`config.mk`:
```
export PLATFORM = sky130hd
export DESIGN_NAME = tank_bot_top
export DESIGN_NICKNAME = d
export VERILOG_FILES = /design/src/hdl/tank_geom_pkg.sv /design/src/hdl/tank_ctrl_pkg.sv /design/src/hdl/tank_bot_top.sv /design/src/hdl/sprite_render.sv /design/src/hdl/bullet_unit.sv /design/src/hdl/bot_pilot.sv /design/src/hdl/tank_motion.sv /design/src/hdl/wall_sensor.sv
export SDC_FILE = /design/constraint.sdc
export NUM_CORES = 1
export LEC_CHECK = 0
export BUFFER_PORTS_ARGS = -buffer_cell sky130_fd_sc_hd__buf_2
export CORE_MARGIN = 2
export CORE_UTILIZATION = 43
export CTS_CLUSTER_SIZE = 14
export DETAILED_ROUTE_END_ITERATION = 10
export SLEW_MARGIN = 20
export SYNTH_ARGS = -nofsm -noshare
export SYNTH_HDL_FRONTEND = slang
export SYNTH_SLANG_ARGS = --single-unit
```
`constraint.sdc`:
```
create_clock -name clk_i -period 3.9 [get_ports clk_i]
set_input_delay 0.39 -clock clk_i [delete_from_list [all_inputs] [get_ports clk_i]]
set_output_delay 0.39 -clock clk_i [all_outputs]
set_load 0.01 [all_outputs]
```
`src/hdl/tank_geom_pkg.sv`:
```
// tank geometry definitions
package tank_geom_pkg;

    typedef logic [9:0] coord_t;  // screen coordinate
    typedef logic [3:0] dir_t;    // one-hot, zero means stop
    typedef logic [4:0] sprite_ofs_t;

    localparam dir_t DIR_STOP  = 4'b0000;
    localparam dir_t DIR_DOWN  = 4'b0001;
    localparam dir_t DIR_UP    = 4'b0010;
    localparam dir_t DIR_RIGHT = 4'b0100;
    localparam dir_t DIR_LEFT  = 4'b1000;

    typedef struct packed {
        coord_t hpos;
        coord_t vpos;
    } scan_pos_t;

    localparam coord_t TANK_SIZE   = 10'd32;
    localparam coord_t BOX_LIMIT   = 10'd30;  // visible offsets 1..29
    localparam coord_t EDGE_MARGIN = 10'd2;
    localparam coord_t GRID        = 10'd16;
    localparam coord_t NOSE_OFS    = 10'd14;
    localparam coord_t BULLET_SIZE = 10'd5;
    localparam coord_t SCREEN_MID  = 10'd256;

    // same rom word, row/col order swaps with the facing axis
    typedef union packed {
        struct packed {sprite_ofs_t col; sprite_ofs_t row;} vert;
        struct packed {sprite_ofs_t row; sprite_ofs_t col;} horz;
    } sprite_addr_u;

endpackage
```
`src/hdl/tank_ctrl_pkg.sv`:
```
// tank control types
package tank_ctrl_pkg;

    import tank_geom_pkg::*;

    localparam int COLOR_BITS = 24;

    typedef struct packed {
        logic top;
        logic bottom;
        logic left;
        logic right;
    } wall_flags_t;

    typedef struct packed {
        coord_t x;       // upper left corner
        coord_t y;
        dir_t   facing;
    } tank_state_t;

    typedef enum logic [1:0] {IDLE, FLYING, HIT} bullet_state_e;

    typedef enum logic [1:0] {PLAN, CHECK, DRIVE, SETTLE} pilot_state_e;

    typedef enum logic [1:0] {H_LEFT, H_RIGHT, H_UP, H_DOWN} pilot_heading_e;

    typedef struct packed {
        logic [COLOR_BITS/3-1:0] blue;
        logic [COLOR_BITS/3-1:0] green;
        logic [COLOR_BITS/3-1:0] red;
    } rgb_t;

endpackage

```
`src/hdl/tank_bot_top.sv`:
```
// enemy tank top level
`timescale 1ns/1ps

module tank_bot_top import tank_geom_pkg::*, tank_ctrl_pkg::*; #(
    parameter coord_t TANK_X_INIT   = 10'd32,
    parameter coord_t TANK_Y_INIT   = 10'd416,
    parameter dir_t   TANK_DIR_INIT = DIR_DOWN,
    parameter coord_t MOVE_STEP     = 10'd1,
    parameter coord_t BULLET_STEP   = 10'd1,
    parameter int     SETTLE_LIMIT  = 200,
    parameter int     DRIVE_TICKS   = 4
) (
    input  logic       clk_i,
    input  logic       reset_tank,
    input  logic       player_tick_i,
    input  logic       bullet_tick_i,
    input  logic       hsync_i,
    input  scan_pos_t  scan_i,
    input  logic       block_i,
    input  logic       fire_i,
    input  logic       hit_i,
    input  logic       tank_die_i,
    input  rgb_t       gfx_pixel_i,
    output logic [9:0] gfx_addr_o,
    output rgb_t       pixel_o,
    output logic       tank_enable_o,
    output logic       bullet_enable_o
);

    tank_state_t tank;
    wall_flags_t walls;
    dir_t        move_dir;

    wall_sensor u_wall_sensor (
        .clk_i, .reset_tank, .scan_i, .tank_i(tank), .move_dir_i(move_dir),
        .block_i, .walls_o(walls));

    tank_motion #(.TANK_X_INIT(TANK_X_INIT), .TANK_Y_INIT(TANK_Y_INIT),
        .TANK_DIR_INIT(TANK_DIR_INIT), .MOVE_STEP(MOVE_STEP)) u_tank_motion (
        .clk_i, .reset_tank, .player_tick_i, .move_dir_i(move_dir),
        .walls_i(walls), .tank_o(tank));

    bot_pilot #(.SETTLE_LIMIT(SETTLE_LIMIT), .DRIVE_TICKS(DRIVE_TICKS)) u_bot_pilot (
        .clk_i, .reset_tank, .player_tick_i, .tank_i(tank), .walls_i(walls),
        .move_dir_o(move_dir));

    bullet_unit #(.BULLET_STEP(BULLET_STEP)) u_bullet_unit (
        .clk_i, .reset_tank, .bullet_tick_i, .fire_i, .hit_i, .tank_die_i,
        .tank_i(tank), .scan_i, .bullet_enable_o);

    sprite_render u_sprite_render (
        .clk_i, .reset_tank, .hsync_i, .scan_i, .tank_i(tank), .tank_die_i,
        .gfx_pixel_i, .gfx_addr_o, .pixel_o, .tank_enable_o);

endmodule

```
`src/hdl/sprite_render.sv`:
```
// tank sprite renderer
`timescale 1ns/1ps

module sprite_render import tank_geom_pkg::*, tank_ctrl_pkg::*; (
    input  logic        clk_i,
    input  logic        reset_tank,
    input  logic        hsync_i,
    input  scan_pos_t   scan_i,
    input  tank_state_t tank_i,
    input  logic        tank_die_i,
    input  rgb_t        gfx_pixel_i,
    output logic [9:0]  gfx_addr_o,
    output rgb_t        pixel_o,
    output logic        tank_enable_o
);

    logic         hsync_q, line_start, box;
    sprite_ofs_t  xofs, xofs_bwd, yofs, yofs_bwd;
    coord_t       hofs, vofs;
    sprite_addr_u addr;

    assign line_start = hsync_i && !hsync_q;

    always_ff @(posedge clk_i or posedge reset_tank) begin
        if (reset_tank) begin
            hsync_q  <= 1'b0;
            yofs     <= '0;
            yofs_bwd <= '0;
            xofs     <= '0;
            xofs_bwd <= '0;
        end else begin
            hsync_q <= hsync_i;
            if (line_start) begin  // rows
                yofs     <= (scan_i.vpos == tank_i.y) ? 5'd2  : yofs + (yofs != 5'd31);
                yofs_bwd <= (scan_i.vpos == tank_i.y) ? 5'd30 : yofs_bwd - (yofs_bwd != 5'd0);
            end
            xofs     <= (scan_i.hpos == tank_i.x) ? 5'd2  : xofs + (xofs != 5'd31);
            xofs_bwd <= (scan_i.hpos == tank_i.x) ? 5'd31 : xofs_bwd - (xofs_bwd != 5'd0);
        end
    end

    ////////////////////////////////////////////////////////////
    // rotation, backward counters mirror up and left
    always_comb begin
        case (tank_i.facing)
            DIR_UP:    addr.vert = '{col: xofs, row: yofs_bwd};
            DIR_RIGHT: addr.horz = '{row: yofs, col: xofs};
            DIR_LEFT:  addr.horz = '{row: yofs, col: xofs_bwd};
            default:   addr.vert = '{col: xofs, row: yofs};
        endcase
    end

    always_ff @(posedge clk_i or posedge reset_tank) begin
        if (reset_tank) gfx_addr_o <= '0;
        else            gfx_addr_o <= addr;
    end

    assign hofs = scan_i.hpos - tank_i.x;
    assign vofs = scan_i.vpos - tank_i.y;
    assign box  = (hofs != '0) && (hofs < BOX_LIMIT) && (vofs != '0) && (vofs < BOX_LIMIT);

    assign tank_enable_o = box && !tank_die_i;
    assign pixel_o = tank_enable_o ? gfx_pixel_i : '0;

endmodule

```
`src/hdl/bullet_unit.sv`:
```
// tank bullet
`timescale 1ns/1ps

module bullet_unit import tank_geom_pkg::*, tank_ctrl_pkg::*; #(
    parameter coord_t BULLET_STEP = 10'd1
) (
    input  logic        clk_i,
    input  logic        reset_tank,
    input  logic        bullet_tick_i,
    input  logic        fire_i,
    input  logic        hit_i,
    input  logic        tank_die_i,
    input  tank_state_t tank_i,
    input  scan_pos_t   scan_i,
    output logic        bullet_enable_o
);

    bullet_state_e state;
    logic          fire_q, fire_rise, show;
    coord_t        bx, by;
    coord_t        hofs, vofs;
    dir_t          bdir;

    assign fire_rise = fire_i && !fire_q;

    ////////////////////////////////////////////////////////////
    // bullet FSM
    always_ff @(posedge clk_i or posedge reset_tank) begin
        if (reset_tank) begin
            state  <= IDLE;
            show   <= 1'b0;
            fire_q <= 1'b0;
        end else begin
            fire_q <= fire_i;
            case (state)
                IDLE: begin
                    show <= 1'b0;
                    if (fire_rise && !tank_die_i) state <= FLYING;
                end
                FLYING: begin
                    show <= !hit_i;
                    if (hit_i) state <= HIT;
                end
                default: state <= IDLE;  // one cycle after a hit
            endcase
        end
    end

    ////////////////////////////////////////////////////////////
    // position, parked at the nose until launch
    always_ff @(posedge clk_i) begin
        if (state == IDLE) begin
            bdir <= tank_i.facing;
            case (tank_i.facing)
                DIR_UP: begin
                    bx <= tank_i.x + NOSE_OFS;
                    by <= tank_i.y - (BULLET_SIZE - 10'd1);
                end
                DIR_RIGHT: begin
                    bx <= tank_i.x + TANK_SIZE;
                    by <= tank_i.y + NOSE_OFS;
                end
                DIR_LEFT: begin
                    bx <= tank_i.x - (BULLET_SIZE - 10'd1);
                    by <= tank_i.y + NOSE_OFS;
                end
                default: begin  // down
                    bx <= tank_i.x + NOSE_OFS;
                    by <= tank_i.y + TANK_SIZE;
                end
            endcase
        end else if (state == FLYING && show && bullet_tick_i) begin
            case (bdir)
                DIR_DOWN:  by <= by + BULLET_STEP;
                DIR_UP:    by <= by - BULLET_STEP;
                DIR_RIGHT: bx <= bx + BULLET_STEP;
                DIR_LEFT:  bx <= bx - BULLET_STEP;
                default: ;
            endcase
        end
    end

    assign hofs = scan_i.hpos - bx;
    assign vofs = scan_i.vpos - by;
    assign bullet_enable_o = show && (hofs < BULLET_SIZE) && (vofs < BULLET_SIZE);

endmodule

```
`src/hdl/bot_pilot.sv`:
```
// tank autopilot
`timescale 1ns/1ps

module bot_pilot import tank_geom_pkg::*, tank_ctrl_pkg::*; #(
    parameter int SETTLE_LIMIT = 200,
    parameter int DRIVE_TICKS  = 4
) (
    input  logic        clk_i,
    input  logic        reset_tank,
    input  logic        player_tick_i,
    input  tank_state_t tank_i,
    input  wall_flags_t walls_i,
    output dir_t        move_dir_o
);

    localparam int DW = $clog2(DRIVE_TICKS + 1);
    localparam int SW = $clog2(SETTLE_LIMIT + 1);

    pilot_state_e   state;
    pilot_heading_e heading, chk_heading, turn_heading;
    dir_t           planned, chk_dir;
    logic           chk_go, aligned;
    logic [DW-1:0]  drive_cnt;
    logic [SW-1:0]  settle_cnt;

    assign turn_heading = (tank_i.x < SCREEN_MID) ? H_RIGHT : H_LEFT;
    assign aligned = ((tank_i.x % GRID) <= 10'd1) && ((tank_i.y % GRID) <= 10'd1);

    ////////////////////////////////////////////////////////////
    // heading choice
    always_comb begin
        chk_heading = heading;
        chk_go      = 1'b0;
        chk_dir     = DIR_STOP;
        if (!walls_i.bottom) begin  // down always wins
            chk_heading = H_DOWN;
            chk_go      = 1'b1;
            chk_dir     = DIR_DOWN;
        end else begin
            case (heading)
                H_LEFT:
                    if (!walls_i.left) begin
                        chk_go = 1'b1; chk_dir = DIR_LEFT;
                    end else if (!walls_i.right) begin
                        chk_heading = H_RIGHT; chk_go = 1'b1; chk_dir = DIR_RIGHT;
                    end else chk_heading = H_UP;
                H_RIGHT:
                    if (!walls_i.right) begin
                        chk_go = 1'b1; chk_dir = DIR_RIGHT;
                    end else if (!walls_i.left) begin
                        chk_heading = H_LEFT; chk_go = 1'b1; chk_dir = DIR_LEFT;
                    end else chk_heading = H_UP;
                H_UP:
                    if (!walls_i.top) begin
                        chk_go = 1'b1; chk_dir = DIR_UP;
                    end else chk_heading = turn_heading;
                default: chk_heading = turn_heading;  // down but blocked
            endcase
        end
    end

    ////////////////////////////////////////////////////////////
    // stepped on player ticks only
    always_ff @(posedge clk_i or posedge reset_tank) begin
        if (reset_tank) begin
            state      <= PLAN;
            heading    <= H_DOWN;
            planned    <= DIR_STOP;
            move_dir_o <= DIR_STOP;
            drive_cnt  <= '0;
            settle_cnt <= '0;
        end else if (player_tick_i) begin
            case (state)
                PLAN: state <= CHECK;
                CHECK: begin
                    heading   <= chk_heading;
                    drive_cnt <= '0;
                    if (chk_go) begin
                        planned <= chk_dir;
                        state   <= DRIVE;
                    end
                end
                DRIVE: begin
                    move_dir_o <= planned;
                    drive_cnt  <= drive_cnt + 1'b1;
                    settle_cnt <= '0;
                    if (drive_cnt == DW'(DRIVE_TICKS - 1)) state <= SETTLE;
                end
                default: begin  // settle onto the grid
                    if (aligned) begin
                        move_dir_o <= DIR_STOP;
                        state      <= PLAN;
                    end else begin
                        settle_cnt <= settle_cnt + 1'b1;
                        if (settle_cnt == SW'(SETTLE_LIMIT)) state <= PLAN;
                    end
                end
            endcase
        end
    end

    a_move_dir_onehot0: assert property (
        @(posedge clk_i) disable iff (reset_tank) $onehot0(move_dir_o));

endmodule

```
`src/hdl/tank_motion.sv`:
```
// tank position and facing
`timescale 1ns/1ps

module tank_motion import tank_geom_pkg::*, tank_ctrl_pkg::*; #(
    parameter coord_t TANK_X_INIT   = 10'd32,
    parameter coord_t TANK_Y_INIT   = 10'd416,
    parameter dir_t   TANK_DIR_INIT = DIR_DOWN,
    parameter coord_t MOVE_STEP     = 10'd1
) (
    input  logic        clk_i,
    input  logic        reset_tank,
    input  logic        player_tick_i,
    input  dir_t        move_dir_i,
    input  wall_flags_t walls_i,
    output tank_state_t tank_o
);

    always_ff @(posedge clk_i or posedge reset_tank) begin
        if (reset_tank) begin
            tank_o <= '{x: TANK_X_INIT, y: TANK_Y_INIT, facing: TANK_DIR_INIT};
        end else if (player_tick_i) begin
            case (move_dir_i)
                DIR_DOWN: if (!walls_i.bottom) begin
                    tank_o.y      <= tank_o.y + MOVE_STEP;
                    tank_o.facing <= DIR_DOWN;
                end
                DIR_UP: if (!walls_i.top) begin
                    tank_o.y      <= tank_o.y - MOVE_STEP;
                    tank_o.facing <= DIR_UP;
                end
                DIR_RIGHT: if (!walls_i.right) begin
                    tank_o.x      <= tank_o.x + MOVE_STEP;
                    tank_o.facing <= DIR_RIGHT;
                end
                DIR_LEFT: if (!walls_i.left) begin
                    tank_o.x      <= tank_o.x - MOVE_STEP;
                    tank_o.facing <= DIR_LEFT;
                end
                default: ;  // stopped
            endcase
        end
    end

    a_facing_onehot: assert property (
        @(posedge clk_i) disable iff (reset_tank) $onehot(tank_o.facing));

endmodule

```
`src/hdl/wall_sensor.sv`:
```
// tank wall sensor
`timescale 1ns/1ps

module wall_sensor import tank_geom_pkg::*, tank_ctrl_pkg::*; (
    input  logic        clk_i,
    input  logic        reset_tank,
    input  scan_pos_t   scan_i,
    input  tank_state_t tank_i,
    input  dir_t        move_dir_i,
    input  logic        block_i,
    output wall_flags_t walls_o
);

    coord_t hofs, vofs, above, leftof;
    logic   h_span, v_span;
    logic   on_top, on_bottom, on_left, on_right;

    assign hofs   = scan_i.hpos - tank_i.x;
    assign vofs   = scan_i.vpos - tank_i.y;
    assign above  = tank_i.y - scan_i.vpos;
    assign leftof = tank_i.x - scan_i.hpos;

    // corners trimmed off each side
    assign h_span = (hofs > EDGE_MARGIN) && (hofs < BOX_LIMIT - EDGE_MARGIN);
    assign v_span = (vofs > EDGE_MARGIN) && (vofs < BOX_LIMIT - EDGE_MARGIN);

    assign on_top    = (above == 10'd1) && h_span;
    assign on_bottom = (vofs == TANK_SIZE) && h_span;
    assign on_left   = (leftof == 10'd1) && v_span;
    assign on_right  = (hofs == TANK_SIZE) && v_span;

    always_ff @(posedge clk_i or posedge reset_tank) begin
        if (reset_tank) begin
            walls_o <= '0;
        end else begin
            // new move forgets the other three sides
            if (move_dir_i != DIR_STOP) begin
                if (move_dir_i != DIR_UP)    walls_o.top    <= 1'b0;
                if (move_dir_i != DIR_DOWN)  walls_o.bottom <= 1'b0;
                if (move_dir_i != DIR_LEFT)  walls_o.left   <= 1'b0;
                if (move_dir_i != DIR_RIGHT) walls_o.right  <= 1'b0;
            end
            if (block_i) begin  // set wins
                if (on_top)    walls_o.top    <= 1'b1;
                if (on_bottom) walls_o.bottom <= 1'b1;
                if (on_left)   walls_o.left   <= 1'b1;
                if (on_right)  walls_o.right  <= 1'b1;
            end
        end
    end

    // first clock out of reset sets nothing without a blocking pixel
    a_walls_clear_after_reset: assert property (
        @(posedge clk_i) $fell(reset_tank) && !block_i |=> (walls_o == '0));

endmodule

```
; Word-level counts from Yosys, hierarchy flattened
; Index checks and enable logic that the tools add are counted.
; Widths: inputs -> output; s select.
[op_classes]
add_sub_neg = 26
n_mul = 0
n_div = 0
order_cmp = 11
eq_ne = 42
shift = 0
mux = 69
bitwise_logic = 1
reduce_logical = 54
[ops]
columns = cell, n
row1 = $pmux 10 s2, 6
row2 = $mux 10, 6
row3 = $sub 10x10->10, 6
row4 = $add 10x1->10 const B, 4
row5 = $lt 10x5->1 const B, 4
row6 = $sub 10x1->10 const B, 4
row7 = $mux 4, 9
row8 = $pmux 10 s3, 1
row9 = $mux 14, 2
row10 = $mux 2, 13
row11 = $mux 24, 1
row12 = $add 10x4->10 const B, 2
row13 = $add 10x6->10 const B, 2
row14 = $eq 10x1->1 const B, 2
row15 = $eq 10x10->1, 2
row16 = $eq 10x6->1 const B, 2
row17 = $gt 10x2->1 const B, 2
row18 = $lt 10x3->1 const B, 2
row19 = $mux 5, 4
row20 = $reduce_bool 10->1, 2
row21 = $sub 10x3->10 const B, 2
row22 = $logic_and 1x1->1, 18
row23 = $pmux 4 s4, 1
row24 = $pmux 8 s2, 1
row25 = other kinds (45), 105
[totals]
register_bits = 110
latch_bits = 0
ram_bits = 0
romBits = 0
inputBits = 53
output_inout_bits = 36
elab_cells = 228
n_memories = 0

; Logic depth before layout (Yosys ltp)
; Gate-level depths: netlist (run 1).
[depth]
word_depth = 7
depth_mapped = 12
ltp_nobuf = 11

; By module
; From an unflattened synthesis (run 1), not the netlist that was laid out.
[unflattened]
hier_cells = 1338
area_unflattened_um2 = 11180.7
[by_module_without_submodules]
columns = module, n_inst, cells_per_inst, area_per_inst_um2
row1 = bullet_unit, 1, 427, 3555.9
row2 = sprite_render, 1, 319, 2656.3
row3 = wall_sensor, 1, 278, 2040.7
row4 = tank_motion, 1, 186, 1596.5
row5 = bot_pilot, 1, 128, 1331.3

; Least setup slack after synthesis (run 1)
; OpenSTA, ideal clock, no wires.
[synth_path]
path_type = input port to output port
startpoint = input port scan_i[0] (netlist bit)
endpoint = output port pixel_o[10] (netlist bit)
t_arrival_ps = 2932
required_time_ps = 3510
setup_slack_ps = 578
stages = 12
path_buffers = 2
cell_sequence = inv_1 > ha_1 > fa_1 > nand2b_1 > a2111oi_2 > o21ai_0 > o21bai_1 > o2111ai_1 > or4b_1 > buf_6 > buf_8 > nor3_2
[synth_lines]
columns = item, line_no
row1 = from (decl), tank_bot_top.sv:18  ; input scan_pos_t scan_i,
row2 = to (decl), tank_bot_top.sv:25  ; output rgb_t pixel_o,

==> impl_metrics.ini, run 1 <==
[status]
outcome = finished, final reports clean

[synthesis]
ys_async_sr_fraction_pct = 78.18
synthesis.area_mm2 = 0.01026
ys_seq_area_share_pct = 28.09
ys_warn_count = 0
ys_seq_elements = 110
ys_types = 82
syn-instance-count = 1224
syn_nets = 1396
avgSynthCellArea_um2 = 8.382
synth_top_flop_cell = dfrtp_1
synth_edf_count = 24

[floorplanning]
row_count = 56
die_x_um = 158.5
ios = 89
die_area_mm2 = 0.02511
fp.dieH_um = 158.5
start_util_pct = 43.71
fp.coreArea_mm2 = 0.02347

[routing]
wl_met1_mm = 12.74
first_pass_iters = 5
avgViaCountPerCell = 5.518
topRoutingLayerUsed = met4
dr_wl_met3_mm = 1.307
dr_wl_met2_mm = 12.15
drc = 0
vias = 9027
wirelength_mm = 26.62
drtIter0Drc = 637
ant_nets = 0
wl_per_cell_um = 16.27

[placement]
numPortBuffers = 88
gp_congestion = 0.8442
numPlacedInstances = 1616
post_dp_cell_area_mm2 = 0.01117
dp_hpwl_mm = 20.70

[pwr]
vdd_drop_max_mv = 0.3470
pwr_density_cell_mw_per_mm2 = 545.7
p_leak_nw = 5.214

[sta]
hold_violations = 0
setup_viol = 0
drv_slew = 0
tightestPinTransition_ns = 0.8126
fmax_mhz = 263.4
finClkSkew_ns = 0.01419
relSlewSlack_pct = 45.76
finalCriticalPeriod_ns = 3.796
min_period_over_period_pct = 97.34

[setup_path]
critPathKind = reg2out
crit_slowest_cell = or4b_4
worst_ep_arrival_time_ns = 3.41
path_cells = ha_2 > fa_2 > nand2b_4 > a2111oi_4 > o21ai_2 > o21bai_1 > o2111ai_2 > or4b_4 > buf_12 > nor3_1 > buf_2
path_max_fanout = 25
start_kind = flip-flop
endpoint_kind = output pin
cp.required_ns = 3.51
crit_path_max_incr_delay_ns = 0.52

[layout]
fin_cells = 1636
nNetsFinal = 1484
drive_above_1_share_pct = 16.63
fillCellCount = 2247
fin_area_mm2 = 0.01161
diodes = 0
syn_to_final_growth_pct = 13.18
mostFrequentLayoutCell = inv_1
final_cell_mix = inv_1, nand2_1, ha_1

[clock_network]
cts_tree = yes
htreeDepth = 3
worstSkewPairLatency_ns = 0.37
path_clk_slew_ns = 0.09
clock_sinks = 110
hold_buffers = 0
cts_made_buffers = 9
cts_root_buffer = clkbuf_16
clockBufferDepth = 2

[min_path]
hold_path.class = in2reg

[grt]
grt_start_max_net_pins = 45
overflow = 0
grt_util_all_layers_pct = 21.35
grt_pass1_wl_mm = 41.99
grt_pass1_vias = 8400
antenna_found_initial = 0

[run]
maxCapViolCount = 0
-- through the flow --
stage	utilization, %	worst slack [ns]	hold WS [ns]	TNS [ns]	power [W]
global route	49.47	-0.06850	0.1185	-0.1674	0.006910
finish	49.47	0.1038	0.1341	0	0.006337
global placement	47.59	0.2688	0.4665	0	0.005242
detailed placement	47.59	0.2097	0.4739	0	0.005268
CTS	48.96	0.04308	0.1189	0	0.006307
floorplan	-	0.5782	0.4214	0	0.004341
-- cells in the mapped netlist, drive strengths merged (6+ instances only) --
master,n,area (um2)
or3,7,43.79
o211ai,12,90.09
nor2,84,315.3
nor4,10,62.56
a211oi,11,82.58
a21o,17,127.6
a221oi,6,58.80
nand3b,7,52.55
or2,6,37.54
buf,14,90.08
nor3b,12,95.09
o21a,18,135.1
inv,122,457.9
a21oi,68,340.3
and3,8,50.05
clkbuf,34,128.9
ha,109,1364
nand4,13,81.33
o31ai,12,90.09
nor2b,21,131.4
mux2i,6,60.06
o21bai,7,52.55
nand3,29,145.1
nor4b,8,76.32
fa,10,200.2
edfxtp,24,720.7
dfrtp,79,1977
o2111ai,10,87.58
nand2b,13,81.33
nand2,112,420.4
dfstp,7,183.9
o21ai,82,410.4
nor3,57,386.6
a31oi,11,68.82
xor2,40,357.8
xnor2,46,402.9
a21boi,11,82.58
-- timing repair --
action                                  in CTS  in global routing
pin swaps                                    0                  5
gates cloned                                 0                  0
gates resized for setup                      3                 23
endpoints found under the setup margin      25                 25
buffers inserted                             0                  4
-- path summary, 6_finish.rpt --
path	cells past startpoint	from	endpoint	slack, ns
worst max-delay path	11	u_tank_motion.tank_o[4]$_DFFE_PP0P_	pixel_o[1]	0.10
worst min-delay path	1	hsync_i	u_sprite_render.hsync_q$_DFF_PP0_	0.13
worst max register to register	12	u_bot_pilot.move_dir_o[0]$_DFFE_PP0P_	u_tank_motion.tank_o[22]$_DFFE_PP0P_	0.69
worst min register to register	2	u_bot_pilot.drive_cnt[2]$_DFFE_PP0P_	u_bot_pilot.drive_cnt[2]$_DFFE_PP0P_	0.49
max in group asynchronous	3	reset_tank	u_tank_motion.tank_o[9]$_DFFE_PP1P_	2.84
min in group asynchronous	2	reset_tank	u_sprite_render.gfx_addr_o[9]$_DFF_PP0_	0.14
-- critical path, delay by kind of cell, from the launching register on --
family | cells | cell delay [ns]
compound gates | 4 | 0.82
fa+ha+maj | 2 | 0.60
buf+inv | 2 | 0.36
flops | 1 | 0.39
simple gates | 3 | 0.84
-- cells by family after synthesis --
kind of cell | share of synthesized area (%)
compound gates | 20.16
xor+xnor | 7.415
fa+ha+maj | 15.24
buf+inv | 6.634
flops | 28.09
mux | 1.134
simple gates | 21.33
-- registers in the layout, indices dropped and copies added, names as in the netlist, 8 cells and up --
register,cells
u_tank_motion.tank_o,24
u_bullet_unit.bx,10
u_bullet_unit.by,10
u_sprite_render.gfx_addr_o,10
u_bot_pilot.settle_cnt,8
-- where the power goes --
part,internal [W],switching (W)
logic,0.00142,0.00191
clock network,0.000464,0.000527
registers,0.00161,0.000407
total,0.00349,0.00285
-- metal layers --
| layer | global-route usage, % | up-vias |
|---|---|---|
| met1 | 28.80 | 4217 |
| met4 | 5.234 | 0 |
| met3 | 3.402 | 23 |
| met5 | 0 | - |
| met2 | 35.88 | 244 |
| li1 | - | 4543 |
-- final cells by class --
type / count / area [um2] / share of cell area (%)
Inverter: 123 / 462.9 / 3.987
Tap cell: 319 / 399.1 / 3.437
Sequential cell: 110 / 2887 / 24.86
Timing Repair Buffer: 125 / 730.7 / 6.292
Clock buffer: 9 / 225.2 / 1.939
Multi-Input combinational cell: 943 / 6824 / 58.77
Clock inverter: 7 / 83.83 / 0.7219
(Power assumes the default switching activity.)
==> run 2, diff against run 1 <==
--- a/config.mk
+++ b/config.mk
@@ -10,6 +10,7 @@
 export CORE_UTILIZATION = 43
 export CTS_CLUSTER_SIZE = 14
 export DETAILED_ROUTE_END_ITERATION = 10
+export RECOVER_POWER = 100
 export SLEW_MARGIN = 20
 export SYNTH_ARGS = -nofsm -noshare
 export SYNTH_HDL_FRONTEND = slang
==> run 2 against run 1 <==
The run now ends with max-capacitance violations, max-slew violations left; highest routed layer unchanged; first-iteration DRC count fell by 15%; setup slack got worse by 0.014 ns; worst hold slack improved by 0.0013 ns; clock skew fell by 0.0017 ns; non-clock buffer count did not move; register-to-register slack got worse by 0.28 ns; critical path type unchanged; via count rose by 0.14%; sequential share of layout area rose by 0.19 points; total power fell by 0.92%; combinational power fell by 1%; critical endpoint unchanged.
==> impl_metrics.ini, run 2 (synthesized netlist as in run 1, its figures left out) <==
[status]
outcome = finished with violations
violations = max-capacitance violations, max-slew violations

[layout]
diodes = 0
fin_cells = 1636
mostFrequentLayoutCell = inv_1
syn_to_final_growth_pct = 12.32
nNetsFinal = 1484
final_cell_mix = inv_1, nand2_1, ha_1
largest_reg_flops = 24
regMostFlops = u_tank_motion.tank_o
drive_above_1_share_pct = 14.35

[setup_path]
critPathKind = reg2out
crit_slowest_cell = or4b_4
crit_path_max_incr_delay_ns = 0.56
path_cells = ha_1 > fa_1 > nand2b_1 > a21oi_2 > xor2_1 > or3_4 > o221ai_2 > or4b_4 > buf_12 > nor3_1 > buf_2
timing.rr.end = u_tank_motion.tank_o[12]$_DFFE_PP1P_
reg2regPathDepth = 12
cp.required_ns = 3.51
start_kind = flip-flop
worst_ep_arrival_time_ns = 3.42
endpoint_kind = output pin
rrSetupSlack_ns = 0.41
r2r_start = u_bot_pilot.move_dir_o[2]$_DFFE_PP0P_
path_max_fanout = 25

[grt]
grt_util_all_layers_pct = 21.35
antenna_found_initial = 0
overflow = 0
grt_start_max_net_pins = 45
grt_pass1_vias = 8400
grt_pass1_wl_mm = 41.99

[sta]
finalCriticalPeriod_ns = 3.810
hold_violations = 0
tightestPinTransition_ns = 2.057
relSlewSlack_pct = -37.90
worst_slack_ns = 0.09031
fmax_mhz = 262.5
setup_viol = 0
hold_ws_ns = 0.1354
finClkSkew_ns = 0.01245
tns_ns = 0
min_period_over_period_pct = 97.68
drv_slew = 115

[floorplanning]
ios = 89
die_area_mm2 = 0.02511
row_count = 56
die_x_um = 158.5
start_util_pct = 43.71
fp.dieH_um = 158.5
fp.coreArea_mm2 = 0.02347

[min_path]
worst_hold_path.endpoint = u_sprite_render.hsync_q$_DFF_PP0_
min_from = hsync_i
hold_path.class = in2reg
holdPathStages = 1

[clock_network]
cts_root_buffer = clkbuf_16
clockBufferDepth = 2
clock_sinks = 110
path_clk_slew_ns = 0.09
cts_tree = yes
hold_buffers = 0
worstSkewPairLatency_ns = 0.37
cts_made_buffers = 9
htreeDepth = 3

[placement]
numPlacedInstances = 1616
numPortBuffers = 88
gp_congestion = 0.8442
dp_slack_ns = 0.2097
dp_hpwl_mm = 20.70

[routing]
wl_per_cell_um = 16.30
ant_nets = 0
first_pass_iters = 5
wirelength_mm = 26.66
vias = 9040
drtIter0Drc = 543
avgViaCountPerCell = 5.526
drc = 0

[pwr]
pwr_density_cell_mw_per_mm2 = 544.9
power_w = 0.006279
vdd_drop_max_mv = 0.3335
p_leak_nw = 5.124

[run]
maxCapViolCount = 3
## run 2: layout make-up
class,instances,area (um2)
fillers,2270,11950
multi-input cells,943,6797
flip-flops and latches,110,2887
repair buffers,125,669.4
inverters,123,462.9
well taps,319,399.1
clock buffers,9,225.2
clock inverters,7,83.83
## run 2: worst max-delay path by stage
stage                                    startpoint           to  slack (ns)
6_report       u_tank_motion.tank_o[14]$_DFFE_PP0P_   pixel_o[1]        0.09
5_1_grt         u_tank_motion.tank_o[4]$_DFFE_PP0P_   pixel_o[1]       -0.07
4_1_cts         u_tank_motion.tank_o[5]$_DFFE_PP0P_  pixel_o[23]        0.04
3_5_place_dp                              scan_i[0]  pixel_o[23]        0.21
3_3_place_gp                              scan_i[0]   pixel_o[2]        0.27
2_1_floorplan                             scan_i[0]  pixel_o[10]        0.58
## run 2: power breakdown
group / switching, W / internal, W / total [W]
sequential: 0.000400 / 0.00160 / 0.00200
combinational: 0.00191 / 0.00138 / 0.00329
clock: 0.000525 / 0.000464 / 0.000989
total: 0.00283 / 0.00345 / 0.00628
## run 2: what timing repair did
action / 4_1_cts / 5_1_grt
pin swaps: 0 / 5
endpoints found under the setup margin: 25 / 25
setup buffers: 0 / 4
gates resized for setup: 3 / 23
## run 2: per-layer routing
layer / up-vias / global-route usage, % / routed length, um / share of wire [%]
li1: 4544 / - / - / -
met1: 4211 / 28.80 / 12710 / 48
met2: 254 / 35.88 / 12180 / 46
met3: 31 / 3.402 / 1312 / 4.9
met4: 0 / 5.234 / 458 / 1.7
met5: - / 0 / 0 / 0
## run 2: stage by stage
stage	area, um2	utilization (%)
after CTS	11490	48.96
after global placement	11170	47.59
after floorplan	10260	-
final	11520	49.09
after global routing	11520	49.09
after detailed placement	11170	47.59
## run 2: worst max-delay path, delay by kind of cell, from the launching register on
kind | cells | cell delay, ns
flops | 1 | 0.43
xor+xnor | 1 | 0.21
fa+ha+maj | 2 | 0.63
compound gates | 2 | 0.33
buf+inv | 2 | 0.36
simple gates | 4 | 1.08
